===== src/logic/rp_pkg.sv =====
// analog path shared definitions
`default_nettype none

package rp_pkg;

  //////////////////////////////////////////////////
  // widths
  //////////////////////////////////////////////////
  localparam int adc_w     = 14;  // sample width
  localparam int adc_bus_w = 16;  // pin width, two lsbs reserved
  localparam int bus_w     = 32;  // sys bus data and address

  //////////////////////////////////////////////////
  // address map
  //////////////////////////////////////////////////
  localparam int n_regions     = 8;
  localparam int region_lsb    = 20;  // region field is addr[22:20]
  localparam int region_hk     = 0;
  localparam int region_router = 3;

  // offsets inside a region
  localparam logic [region_lsb-1:0] hk_id_off    = 'h00;  // read only
  localparam logic [region_lsb-1:0] hk_loop_off  = 'h04;  // bit 0
  localparam logic [region_lsb-1:0] hk_led_off   = 'h30;
  localparam logic [region_lsb-1:0] rt_src_a_off = 'h00;
  localparam logic [region_lsb-1:0] rt_src_b_off = 'h04;
  localparam logic [region_lsb-1:0] rt_lvl_a_off = 'h08;
  localparam logic [region_lsb-1:0] rt_lvl_b_off = 'h0C;

  localparam logic [bus_w-1:0] rp_id           = 32'h5250_0114;
  localparam logic [1:0]       adc_clk_sel_val = 2'b10;  // adc clock gen off
  localparam logic             adc_cdcs_val    = 1'b1;   // stabilizer on

  //////////////////////////////////////////////////
  // types
  //////////////////////////////////////////////////
  typedef logic signed [adc_w-1:0] sample_t;

  typedef struct packed {
    sample_t a;  // channel a
    sample_t b;  // channel b
  } sample_pair_t;

  typedef struct packed {
    logic [bus_w-1:0] addr;
    logic [bus_w-1:0] wdata;
    logic [3:0]       sel;    // byte lanes
    logic             wen;    // one cycle strobe
    logic             ren;    // one cycle strobe
  } sys_req_t;

  typedef struct packed {
    logic [bus_w-1:0] rdata;
    logic             err;
    logic             ack;
  } sys_rsp_t;

  // dac channel source, 3 acts as off
  typedef enum logic [1:0] {
    src_off   = 2'd0,
    src_adc   = 2'd1,
    src_level = 2'd2
  } out_src_t;

endpackage

`default_nettype wire


===== src/logic/adc_frontend.sv =====
// adc capture and loopback
`default_nettype none

module adc_frontend (
  input  wire logic                          adc_clk,
  input  wire logic                          arst_n_i,
  input  wire logic [rp_pkg::adc_bus_w-1:0]  adc_dat_a_i,  // raw pins ch a
  input  wire logic [rp_pkg::adc_bus_w-1:0]  adc_dat_b_i,  // raw pins ch b
  input  wire logic                          loop_i,       // digital loopback
  input  wire rp_pkg::sample_pair_t          loop_pair_i,  // dac bound samples
  output rp_pkg::sample_pair_t               adc_pair_o
);

  logic [rp_pkg::adc_w-1:0] raw_a;  // pin register, neg slope code
  logic [rp_pkg::adc_w-1:0] raw_b;
  rp_pkg::sample_pair_t     conv;   // two's complement

  //////////////////////////////////////////////////
  // pin capture
  //////////////////////////////////////////////////
  // drop the two reserved lsbs
  always_ff @(posedge adc_clk or negedge arst_n_i)
  begin
    if (!arst_n_i)
    begin
      raw_a <= 14'h1FFF;  // mid scale, converts to 0
      raw_b <= 14'h1FFF;
    end
    else
    begin
      raw_a <= adc_dat_a_i[rp_pkg::adc_bus_w-1 -: rp_pkg::adc_w];
      raw_b <= adc_dat_b_i[rp_pkg::adc_bus_w-1 -: rp_pkg::adc_w];
    end
  end

  // keep sign, flip magnitude bits
  assign conv.a = rp_pkg::sample_t'({raw_a[rp_pkg::adc_w-1], ~raw_a[rp_pkg::adc_w-2:0]});
  assign conv.b = rp_pkg::sample_t'({raw_b[rp_pkg::adc_w-1], ~raw_b[rp_pkg::adc_w-2:0]});

  assign adc_pair_o = loop_i ? loop_pair_i : conv;  // loopback overrides adc

endmodule

`default_nettype wire


===== src/logic/sys_bus_decoder.sv =====
// system bus region decoder
`default_nettype none

module sys_bus_decoder (
  input  wire rp_pkg::sys_req_t  sys_req_i,  // from master
  input  wire rp_pkg::sys_rsp_t  hk_rsp_i,   // region 0 slave
  input  wire rp_pkg::sys_rsp_t  rt_rsp_i,   // region 3 slave
  output rp_pkg::sys_req_t       hk_req_o,
  output rp_pkg::sys_req_t       rt_req_o,
  output rp_pkg::sys_rsp_t       sys_rsp_o
);

  logic [$clog2(rp_pkg::n_regions)-1:0] region;    // addr[22:20]
  logic [rp_pkg::n_regions-1:0]         cs;        // one hot region select
  rp_pkg::sys_rsp_t                     empty_rsp; // idle region answer
  rp_pkg::sys_rsp_t                     rsp_arr [rp_pkg::n_regions];

  //////////////////////////////////////////////////
  // region decode
  //////////////////////////////////////////////////
  assign region = sys_req_i.addr[rp_pkg::region_lsb +: $clog2(rp_pkg::n_regions)];
  assign cs     = rp_pkg::n_regions'(1) << region;

  // address, data and byte lanes go everywhere, strobes only to the hit
  always_comb
  begin
    hk_req_o     = sys_req_i;
    hk_req_o.wen = sys_req_i.wen & cs[rp_pkg::region_hk];
    hk_req_o.ren = sys_req_i.ren & cs[rp_pkg::region_hk];
    rt_req_o     = sys_req_i;
    rt_req_o.wen = sys_req_i.wen & cs[rp_pkg::region_router];
    rt_req_o.ren = sys_req_i.ren & cs[rp_pkg::region_router];
  end

  //////////////////////////////////////////////////
  // response mux
  //////////////////////////////////////////////////
  // empty regions: always acked, read 0, never err
  assign empty_rsp.rdata = '0;
  assign empty_rsp.err   = 1'b0;
  assign empty_rsp.ack   = 1'b1;

  always_comb
  begin
    for (int i = 0; i < rp_pkg::n_regions; i++)
    begin
      rsp_arr[i] = empty_rsp;  // constant responders
    end
    rsp_arr[rp_pkg::region_hk]     = hk_rsp_i;
    rsp_arr[rp_pkg::region_router] = rt_rsp_i;
  end

  // combinational return path, master holds addr until ack
  assign sys_rsp_o = rsp_arr[region];

endmodule

`default_nettype wire


===== src/logic/housekeeping_regs.sv =====
// housekeeping register bank
`default_nettype none

module housekeeping_regs (
  input  wire logic              adc_clk,
  input  wire logic              arst_n_i,
  input  wire rp_pkg::sys_req_t  req_i,   // region 0 strobes only
  output rp_pkg::sys_rsp_t       rsp_o,
  output logic                   loop_o,  // digital loopback enable
  output logic [7:0]             led_o
);

  logic [rp_pkg::region_lsb-1:0] off;      // offset in region
  logic                          hit_id;
  logic                          hit_loop;
  logic                          hit_led;
  logic                          mapped;
  logic                          wr;       // write with any lane on
  logic [rp_pkg::bus_w-1:0]      rd_mux;
  logic [rp_pkg::bus_w-1:0]      rdata_q;
  logic                          ack_q;
  logic                          err_q;

  //////////////////////////////////////////////////
  // offset decode
  //////////////////////////////////////////////////
  assign off      = req_i.addr[rp_pkg::region_lsb-1:0];
  assign hit_id   = (off == rp_pkg::hk_id_off);
  assign hit_loop = (off == rp_pkg::hk_loop_off);
  assign hit_led  = (off == rp_pkg::hk_led_off);
  assign mapped   = hit_id | hit_loop | hit_led;
  assign wr       = req_i.wen & (|req_i.sel);

  always_comb
  begin
    rd_mux = '0;                                  // unmapped reads 0
    if (hit_id)   rd_mux = rp_pkg::rp_id;
    if (hit_loop) rd_mux = {31'b0, loop_o};
    if (hit_led)  rd_mux = {24'b0, led_o};
  end

  // control, answer one cycle after strobe
  always_ff @(posedge adc_clk or negedge arst_n_i)
  begin
    if (!arst_n_i)
    begin
      loop_o <= 1'b0;
      led_o  <= 8'h00;
      ack_q  <= 1'b0;
      err_q  <= 1'b0;
    end
    else
    begin
      ack_q <= req_i.wen | req_i.ren;
      err_q <= (req_i.wen | req_i.ren) & ~mapped;  // bad offset
      if (wr && hit_loop) loop_o <= req_i.wdata[0];
      if (wr && hit_led)  led_o  <= req_i.wdata[7:0];
      // id is read only, writes dropped
    end
  end

  always_ff @(posedge adc_clk)
  begin
    if (req_i.ren) rdata_q <= rd_mux;  // held until next read
  end

  assign rsp_o = '{rdata: rdata_q, err: err_q, ack: ack_q};

endmodule

`default_nettype wire


===== src/logic/output_router.sv =====
// dac source router
`default_nettype none

module output_router (
  input  wire logic                  adc_clk,
  input  wire logic                  arst_n_i,
  input  wire rp_pkg::sys_req_t      req_i,       // region 3 strobes only
  input  wire rp_pkg::sample_pair_t  adc_pair_i,  // from frontend
  output rp_pkg::sys_rsp_t           rsp_o,
  output rp_pkg::sample_pair_t       dac_pair_o   // to serializer and loopback
);

  logic [rp_pkg::region_lsb-1:0] off;
  logic                          hit_src_a;
  logic                          hit_src_b;
  logic                          hit_lvl_a;
  logic                          hit_lvl_b;
  logic                          mapped;
  logic                          wr;
  logic [rp_pkg::bus_w-1:0]      rd_mux;
  logic [rp_pkg::bus_w-1:0]      rdata_q;
  logic                          ack_q;
  logic                          err_q;
  rp_pkg::out_src_t              src_a;   // per channel select
  rp_pkg::out_src_t              src_b;
  rp_pkg::sample_t               lvl_a;   // dc levels
  rp_pkg::sample_t               lvl_b;

  // one channel's pick, 3 falls to off
  function automatic rp_pkg::sample_t pick(rp_pkg::out_src_t src, rp_pkg::sample_t adc,
                                           rp_pkg::sample_t lvl);
    case (src)
      rp_pkg::src_adc:   return adc;
      rp_pkg::src_level: return lvl;
      default:           return '0;
    endcase
  endfunction

  //////////////////////////////////////////////////
  // register bank
  //////////////////////////////////////////////////
  assign off       = req_i.addr[rp_pkg::region_lsb-1:0];
  assign hit_src_a = (off == rp_pkg::rt_src_a_off);
  assign hit_src_b = (off == rp_pkg::rt_src_b_off);
  assign hit_lvl_a = (off == rp_pkg::rt_lvl_a_off);
  assign hit_lvl_b = (off == rp_pkg::rt_lvl_b_off);
  assign mapped    = hit_src_a | hit_src_b | hit_lvl_a | hit_lvl_b;
  assign wr        = req_i.wen & (|req_i.sel);

  always_comb
  begin
    rd_mux = '0;
    if (hit_src_a) rd_mux = {30'b0, src_a};
    if (hit_src_b) rd_mux = {30'b0, src_b};
    if (hit_lvl_a) rd_mux = {18'b0, lvl_a};  // raw 14 bits, no sign ext
    if (hit_lvl_b) rd_mux = {18'b0, lvl_b};
  end

  always_ff @(posedge adc_clk or negedge arst_n_i)
  begin
    if (!arst_n_i)
    begin
      src_a      <= rp_pkg::src_off;
      src_b      <= rp_pkg::src_off;
      lvl_a      <= '0;
      lvl_b      <= '0;
      ack_q      <= 1'b0;
      err_q      <= 1'b0;
      dac_pair_o <= '0;
    end
    else
    begin
      ack_q <= req_i.wen | req_i.ren;
      err_q <= (req_i.wen | req_i.ren) & ~mapped;
      if (wr && hit_src_a) src_a <= rp_pkg::out_src_t'(req_i.wdata[1:0]);
      if (wr && hit_src_b) src_b <= rp_pkg::out_src_t'(req_i.wdata[1:0]);
      if (wr && hit_lvl_a) lvl_a <= rp_pkg::sample_t'(req_i.wdata[rp_pkg::adc_w-1:0]);
      if (wr && hit_lvl_b) lvl_b <= rp_pkg::sample_t'(req_i.wdata[rp_pkg::adc_w-1:0]);
      // one cycle through the router
      dac_pair_o.a <= pick(src_a, adc_pair_i.a, lvl_a);
      dac_pair_o.b <= pick(src_b, adc_pair_i.b, lvl_b);
    end
  end

  always_ff @(posedge adc_clk)
  begin
    if (req_i.ren) rdata_q <= rd_mux;
  end

  assign rsp_o = '{rdata: rdata_q, err: err_q, ack: ack_q};

endmodule

`default_nettype wire


===== src/logic/dac_serializer.sv =====
// dac code conversion and interleave
`default_nettype none

module dac_serializer (
  input  wire logic                  adc_clk,
  input  wire logic                  arst_n_i,
  input  wire rp_pkg::sample_pair_t  dac_pair_i,  // two's complement
  output logic [rp_pkg::adc_w-1:0]   dac_dat_o,   // interleaved code
  output logic                       dac_sel_o,   // low a, high b
  output logic                       dac_rst_o    // active high
);

  logic [rp_pkg::adc_w-1:0] code_a;  // neg slope dac codes
  logic [rp_pkg::adc_w-1:0] code_b;

  //////////////////////////////////////////////////
  // output registers
  //////////////////////////////////////////////////
  always_ff @(posedge adc_clk or negedge arst_n_i)
  begin
    if (!arst_n_i)
    begin
      code_a    <= 14'h1FFF;  // zero output
      code_b    <= 14'h1FFF;
      dac_sel_o <= 1'b0;
      dac_rst_o <= 1'b1;      // held in reset
    end
    else
    begin
      // sign kept, magnitude flipped
      code_a    <= {dac_pair_i.a[rp_pkg::adc_w-1], ~dac_pair_i.a[rp_pkg::adc_w-2:0]};
      code_b    <= {dac_pair_i.b[rp_pkg::adc_w-1], ~dac_pair_i.b[rp_pkg::adc_w-2:0]};
      dac_sel_o <= ~dac_sel_o;  // each channel at half rate
      dac_rst_o <= 1'b0;        // drops on first edge after release
    end
  end

  //////////////////////////////////////////////////
  // channel interleave
  //////////////////////////////////////////////////
  // no 2x clock, so one word per adc_clk
  always_comb
  begin
    if (dac_sel_o)
      dac_dat_o = code_b;
    else
      dac_dat_o = code_a;
  end

endmodule

`default_nettype wire


===== src/logic/rp_top.sv =====
// analog board top level
`default_nettype none

module rp_top (
  input  wire logic                          adc_clk,
  input  wire logic                          arst_n_i,
  input  wire logic [rp_pkg::adc_bus_w-1:0]  adc_dat_a_i,  // adc ch a pins
  input  wire logic [rp_pkg::adc_bus_w-1:0]  adc_dat_b_i,  // adc ch b pins
  input  wire rp_pkg::sys_req_t              sys_req_i,    // bus master
  output rp_pkg::sys_rsp_t                   sys_rsp_o,
  output logic [rp_pkg::adc_w-1:0]           dac_dat_o,
  output logic                               dac_sel_o,
  output logic                               dac_rst_o,
  output logic [7:0]                         led_o,
  output logic [1:0]                         adc_clk_o,    // adc clock source
  output logic                               adc_cdcs_o    // duty cycle stabilizer
);

  rp_pkg::sample_pair_t adc_pair;      // adc side, two's complement
  rp_pkg::sample_pair_t dac_pair;      // router out
  rp_pkg::sys_req_t     hk_req;
  rp_pkg::sys_req_t     rt_req;
  rp_pkg::sys_rsp_t     hk_rsp;
  rp_pkg::sys_rsp_t     rt_rsp;
  logic                 digital_loop;

  // fixed pin levels
  assign adc_clk_o  = rp_pkg::adc_clk_sel_val;
  assign adc_cdcs_o = rp_pkg::adc_cdcs_val;

  //////////////////////////////////////////////////
  // input side
  //////////////////////////////////////////////////
  adc_frontend u_adc (
    .adc_clk     (adc_clk),
    .arst_n_i    (arst_n_i),
    .adc_dat_a_i (adc_dat_a_i),
    .adc_dat_b_i (adc_dat_b_i),
    .loop_i      (digital_loop),
    .loop_pair_i (dac_pair),      // loopback path
    .adc_pair_o  (adc_pair)
  );

  //////////////////////////////////////////////////
  // bus and processing
  //////////////////////////////////////////////////
  sys_bus_decoder u_dec (
    .sys_req_i (sys_req_i),
    .hk_rsp_i  (hk_rsp),
    .rt_rsp_i  (rt_rsp),
    .hk_req_o  (hk_req),
    .rt_req_o  (rt_req),
    .sys_rsp_o (sys_rsp_o)
  );

  housekeeping_regs u_hk (
    .adc_clk  (adc_clk),
    .arst_n_i (arst_n_i),
    .req_i    (hk_req),
    .rsp_o    (hk_rsp),
    .loop_o   (digital_loop),
    .led_o    (led_o)
  );

  output_router u_rt (
    .adc_clk    (adc_clk),
    .arst_n_i   (arst_n_i),
    .req_i      (rt_req),
    .adc_pair_i (adc_pair),
    .rsp_o      (rt_rsp),
    .dac_pair_o (dac_pair)
  );

  //////////////////////////////////////////////////
  // output side
  //////////////////////////////////////////////////
  dac_serializer u_dac (
    .adc_clk    (adc_clk),
    .arst_n_i   (arst_n_i),
    .dac_pair_i (dac_pair),
    .dac_dat_o  (dac_dat_o),
    .dac_sel_o  (dac_sel_o),
    .dac_rst_o  (dac_rst_o)
  );

endmodule

`default_nettype wire


===== config.mk =====
export PLATFORM = sky130hd
export DESIGN_NAME = rp_top
export DESIGN_NICKNAME = d
export VERILOG_FILES = /design/src/logic/rp_pkg.sv /design/src/logic/adc_frontend.sv /design/src/logic/sys_bus_decoder.sv /design/src/logic/housekeeping_regs.sv /design/src/logic/output_router.sv /design/src/logic/dac_serializer.sv /design/src/logic/rp_top.sv
export SDC_FILE = /design/constraint.sdc
export NUM_CORES = 1
export LEC_CHECK = 0
export BUFFER_PORTS_ARGS = -buffer_cell sky130_fd_sc_hd__clkbuf_2
export CORE_AREA = 2 2 129 131
export CTS_CLUSTER_DIAMETER = 60
export CTS_CLUSTER_SIZE = 8
export DETAILED_ROUTE_END_ITERATION = 16
export DIE_AREA = 0 0 131 133
export SLEW_MARGIN = 5
export SYNTH_ARGS = -nofsm -noshare
export SYNTH_HDL_FRONTEND = slang
export SYNTH_SLANG_ARGS = --single-unit

===== constraint.sdc =====
create_clock -name adc_clk -period 1.73 [get_ports adc_clk]
set_clock_uncertainty 0.05 [all_clocks]
set_input_delay 0.2595 -clock adc_clk [delete_from_list [all_inputs] [get_ports adc_clk]]
set_output_delay 0.2595 -clock adc_clk [all_outputs]
set_load 0.02 [all_outputs]

# Word level (Yosys, flattened, before mapping)
# Cells that the tools add are included.
dict set report totals {
  reg_bits 194
  out_inout_bits 61
  inputBits 104
  wordCells 80
}
dict set report classes {
  order_cmp 1
  n_bitwise 22
  n_eq_ne 10
  muxes 14
  shifts 1
  reduce_logical 10
}
# op n
set op_table {}
lappend op_table {{$bmux 34 s3} 1}
lappend op_table {{$mux 34} 2}
lappend op_table {{$pmux 14 s2} 2}
lappend op_table {{$not 13->13} 4}
lappend op_table {{$mux 14} 3}
lappend op_table {{$eq 20x4->1 const B} 2}
lappend op_table {{$mux 31} 1}
lappend op_table {{$mux 28} 1}
lappend op_table {{$eq 20x3->1 const B} 1}
lappend op_table {{$eq 20x6->1 const B} 1}
lappend op_table {{$logic_not 20->1} 1}
lappend op_table {{$mux 8} 2}
lappend op_table {{$and 1x1->1} 8}
lappend op_table {{$logic_and 1x1->1} 6}
lappend op_table {{$or 1x1->1} 6}
lappend op_table {{$eq 2x1->1 const B} 2}
lappend op_table {{$eq 2x2->1 const B} 2}
lappend op_table {{$ge 4x4->1 const B} 1}
lappend op_table {{$mux 2} 2}
lappend op_table {{$ne 2x2->1 const B} 2}
lappend op_table {{$not 3->4} 1}
lappend op_table {{$reduce_or 4->1} 1}
lappend op_table {{$shl 1x3->4 const A} 1}
lappend op_table {{$not 1->1} 3}
lappend op_table {{other kinds (2)} 2}

# Depth between registers and ports, before layout
dict set report depth {
  depth_word 6
  mapped_depth 7
  mapped_depth_nobuf 5
}

# Hierarchy
# A second synthesis with hierarchy kept.
dict set report unflattened {
  cells_unflattened 772
  hier_area_um2 8509.4
}
# module area_per_inst_um2 seq_area_each_um2 cells_each instances
set by_module_without_submodules {}
lappend by_module_without_submodules {output_router 3404.5 1971.9 254 1}
lappend by_module_without_submodules {sys_bus_decoder 1780.5 0.0 262 1}
lappend by_module_without_submodules {adc_frontend 1138.6 733.2 88 1}
lappend by_module_without_submodules {dac_serializer 1112.3 784.5 74 1}
lappend by_module_without_submodules {housekeeping_regs 1043.5 545.5 89 1}
lappend by_module_without_submodules {rp_top 30.0 0.0 5 1}

# Least setup slack after synthesis
# OpenSTA, ideal clock, no wires.
dict set report synth_path {
  kind {in2reg}
  startpoint {input sys_req_i[56] in the netlist's numbering}
  endpoint {register u_rt.lvl_a[10]}
  slack_ns -0.337
  cell_stages 5
  path_buffers 1
  setup_ns 0.125
  t_required_ns 1.555
  arrival_ns 1.893
  cell_sequence {nor4_1 > nand4_2 > nor4_4 > buf_6 > mux2_2}
}
dict set report synth_between {
  elab_chain_len 2
}
# element line
set synth_rtl {}
lappend synth_rtl {{start, declared} rp_top.sv:9} ;# input wire rp_pkg::sys_req_t sys_req_i,
lappend synth_rtl {{$eq 20x4->1} output_router.sv:45} ;# assign hit_lvl_a = (off == rp_pkg::rt_lvl_a_off);
lappend synth_rtl {{$logic_and 1x1->1} output_router.sv:77} ;# if (wr && hit_lvl_a) lvl_a <= rp_pkg::sample_t'(req_i.wdata[rp_pkg::adc_w-1:0]);
lappend synth_rtl {{end signal, assigned} output_router.sv:77}
lappend synth_rtl {{end, declared} output_router.sv:26} ;# rp_pkg::sample_t lvl_a;
# Every way passes these cells.
# A chain may end at the register's enable or synchronous reset.

# Final worst setup path
dict set report layout_path {
  startpoint {register u_dac.dac_sel_o}
  endpoint {output dac_dat_o[8] in the netlist's numbering}
}
dict set report layout_between {
  elab_chain_len 1
}
# element line
set layout_rtl {}
lappend layout_rtl {{start, declared} dac_serializer.sv:9} ;# output logic dac_sel_o,
lappend layout_rtl {{start signal, assigned} dac_serializer.sv:33} ;# dac_sel_o <= ~dac_sel_o;
lappend layout_rtl {{$mux 14} dac_serializer.sv:44} ;# if (dac_sel_o)
lappend layout_rtl {{end, declared} rp_top.sv:11} ;# output logic [rp_pkg::adc_w-1:0] dac_dat_o,
# Every way passes these cells.

==> run_results.csv <==
group,metric,value,unit
pwr,power_density,913,nW/um2
global_route,antenna_found_initial,0,
sta,report.final.slew_viol_count,0,
min_path,hold_path_class,"in -> reg",
clock_tree,cts_max_path_buffers,2,
sta,grt_setup_unrepaired,"yes",
critical_path,peak_per_stage_delay_on_the_critical_path,0.45,ns
detailed_routing,num_vias,4254,
place,dpl.hpwl,10.7,mm
floorplanning,num_io_pins,165,
layout,fin_cells,873,
critical_path,startpoint_type,"flip-flop",
logic_synthesis,netlist_instances,460,
floorplanning,die_h,133,um
detailed_routing,detail_route.wirelength,15.0,mm
run,drv_cap,0,
critical_path,critical_path.cell_chain,"buf_8, mux2_4, buf_6",
critical_path,critical_path.max_fanout,6,
clock_tree,cts_inserted_buffers,17,
outcome,run_status,"complete, but fails checks",
outcome,violations,"negative setup slack",
sta,setup_total_negative_slack,-0.536,ns
pwr,power.static_leakage,3.85,nW
floorplanning,core_area,16200,um2
floorplanning,start_util,0.387,
logic_synthesis,async_reset_ff_frac,0.851,
sta,count_of_endpoints_failing_setup_in_the_final_report,14,
critical_path,worst-endpoint-arrival,1.49,ns
place,place.gp.congestion,0.763,
floorplanning,placementRows,47,
clock_tree,worstSkewPairLatency,0.42,ns
logic_synthesis,synth_warnings,0,
global_route,global_route.usage.total,0.181,
detailed_routing,post_drt_wl_per_cell,17.1,um
clock_tree,cts-htree-levels,4,
place,count_of_input_and_output_buffers,117,
logic_synthesis,synth_area_per_cell,13.6,um2
logic_synthesis,primary_flip_flop_cell_chosen_by_synthesis_mapping,"sky130_fd_sc_hd__dfrtp_1",
sta,report.final.hold_viol_count,0,
critical_path,worst_ep_required_time,1.42,ns
clock_tree,clock_tree_from_tritoncts,"built",
detailed_routing,drt_drc_violations_left,0,
clock_tree,clock_tree.root_cell,"sky130_fd_sc_hd__clkbuf_16",
global_route,grt_start_max_net_pins,40,
layout,layout_common_cells,"sky130_fd_sc_hd__clkbuf_2, sky130_fd_sc_hd__dfrtp_1, sky130_fd_sc_hd__a22o_1",
sta,finalCriticalPeriod,1.80,ns
detailed_routing,initialDrtViolationCount,233,
floorplanning,die_width,131,um
critical_path,timing.setup.critical_path_class,"reg -> out",
logic_synthesis,synth_sequential_area_ratio,0.645,
sta,layout_worst_path_cycle_share,1.04,
layout,layout-drive-gt1-share,0.479,
layout,num_antenna_cells,0,
sta,fmax,0.556,GHz
critical_path,end_kind,"primary output",
layout,layout_commonest_cell,"sky130_fd_sc_hd__clkbuf_2",
pwr,vdd_ir_drop_max,0.000703,V
logic_synthesis,synth_edf_count,23,
detailed_routing,drtPass1Iterations,5,
global_route,grt_first_pass_wirelength,23.8,mm
critical_path,slowest_stage_cell_cp,"sky130_fd_sc_hd__dfrtp_2",
clock_tree,clock_sink_count,154,
floorplanning,design.die.area,17400,um2
logic_synthesis,netlist_area,6260,um2
logic_synthesis,postSynthRegisterBits,154,
detailed_routing,viasPerCell,4.87,
global_route,grt_overflow_total,0,
sta,timing.final.ws_setup,-0.0696,ns
pwr,total_power,7.71,mW
layout,area_delta_synth_final,34.9,%
logic_synthesis,netlist.top_cell.by_area,"sky130_fd_sc_hd__dfrtp_1",
logic_synthesis,synth.top_cells.by_area,"sky130_fd_sc_hd__dfrtp_1, sky130_fd_sc_hd__dfstp_2, sky130_fd_sc_hd__edfxtp_1",
logic_synthesis,yosysTopAreaCellShare,0.312,
clock_tree,cts.clk_slew.worst_paths,0.06,ns
place,placed_instance_count,810,
layout,finalNetCount,748,
detailed_routing,detail-route-antenna-nets,0,
global_route,via_count_of_the_first_global_routing_pass,4582,
logic_synthesis,library_cells_used_by_synthesis,34,
-- critical path, delay by kind of cell, from the launching register on --
family / cells / cell delay [ns]
buf+inv: 2 / 0.30
flops: 1 / 0.45
mux: 1 / 0.32
-- cell usage after synthesis, types with 2 or more instances --
master / number
sky130_fd_sc_hd__buf_4: 20
sky130_fd_sc_hd__nor2_1: 10
sky130_fd_sc_hd__nor4_1: 7
sky130_fd_sc_hd__ha_1: 4
sky130_fd_sc_hd__dfrtp_1: 78
sky130_fd_sc_hd__and2_1: 15
sky130_fd_sc_hd__nor3_1: 3
sky130_fd_sc_hd__nand3_1: 2
sky130_fd_sc_hd__a22o_1: 54
sky130_fd_sc_hd__inv_1: 34
sky130_fd_sc_hd__nor4_4: 3
sky130_fd_sc_hd__conb_1: 2
sky130_fd_sc_hd__o31ai_1: 13
sky130_fd_sc_hd__mux2i_1: 2
sky130_fd_sc_hd__clkbuf_1: 19
sky130_fd_sc_hd__o21ai_0: 16
sky130_fd_sc_hd__edfxtp_1: 23
sky130_fd_sc_hd__buf_6: 2
sky130_fd_sc_hd__nand2_1: 32
sky130_fd_sc_hd__dfstp_2: 53
sky130_fd_sc_hd__mux2_2: 55
-- worst paths after layout --
kind / startpoint / to / slack [ns] / depth (start not counted)
worst max-delay path: u_dac.dac_sel_o / dac_dat_o[8] / -0.07 / 3
worst min-delay path: sys_req_i[14] / u_rt.lvl_b[8] / 0.04 / 2
worst max register to register: u_rt.src_b[0] / u_rt.dac_pair_o[0] / 0.10 / 4
worst min register to register: u_rt.dac_pair_o[27] / u_dac.code_a[13] / 0.33 / 0
max in group asynchronous: arst_n_i / u_adc.raw_b[12] / 0.76 / 3
min in group asynchronous: arst_n_i / u_rt.src_b[1] / 0.25 / 2
-- sequential cells by signal, summed over array words and instances (netlist names), 2 cells and up --
| name | count |
|---|---|
| u_rt.src_b | 2 |
| u_rt.rdata_q | 14 |
| u_hk.led_o | 8 |
| u_hk.rdata_q | 9 |
| u_rt.dac_pair_o | 28 |
| u_dac.code_a | 14 |
| u_rt.lvl_a | 14 |
| u_adc.raw_a | 14 |
| u_rt.src_a | 2 |
| u_rt.lvl_b | 14 |
| u_adc.raw_b | 14 |
| u_dac.code_b | 14 |
-- stage by stage --
step                hold WS [ns]  area (um2)  setup slack (ns)  utilization
floorplan                -0.0861        6400            -0.169            -
global placement           0.145        7400            -0.299        0.458
detailed placement         0.152        7400            -0.311        0.458
CTS                       0.0230        8270           -0.0980        0.511
global route              0.0309        8440           -0.0952        0.522
finish                    0.0398        8440           -0.0696        0.522
-- report_power, final --
group,switching [mW],total (mW),internal (mW)
Clock,1.53,3.53,2.00
Sequential,0.0175,3.76,3.74
Combinational,0.240,0.415,0.175
-- per-layer routing --
metal	part of all wire	global-route usage
met1	0.42	0.234
met2	0.51	0.292
met3	0.048	0.0485
met4	0.021	0.0662
met5	0	0
-- what timing repair did --
| action | CTS | global route |
|---|---|---|
| pin swaps | 0 | 0 |
| hold endpoints to repair | 50 | 0 |
| hold buffers | 29 | 0 |
| gates cloned | 0 | 1 |
| setup endpoints to repair | 13 | 18 |
| buffers inserted | 0 | 1 |
| gates resized for setup | 1 | 64 |
-- layout make-up --
type / count / area [um2]
sequential: 154 / 4040
inverter: 34 / 128
clock buffer: 20 / 468
timing repair buffer: 188 / 1380
clock inverter: 12 / 101
multi-input combinational: 245 / 2050
fill: 1409 / 7730
tap: 220 / 275
-- logic make-up (layout without fill, tap and decap cells) --
family                   Yosys count  after routing  synth area share
flip-flops                       154            154             0.645
AND/OR/NAND/NOR                   78             78            0.0686
multiplexers                      57             57             0.102
AO/OA/AOI/OAI                     89             89             0.115
adder cells (fa/ha/maj)            4              4           0.00800
other                              2             17           0.00120
buffers and inverters             76            254            0.0602
Power figures use the tool's default switching activity.
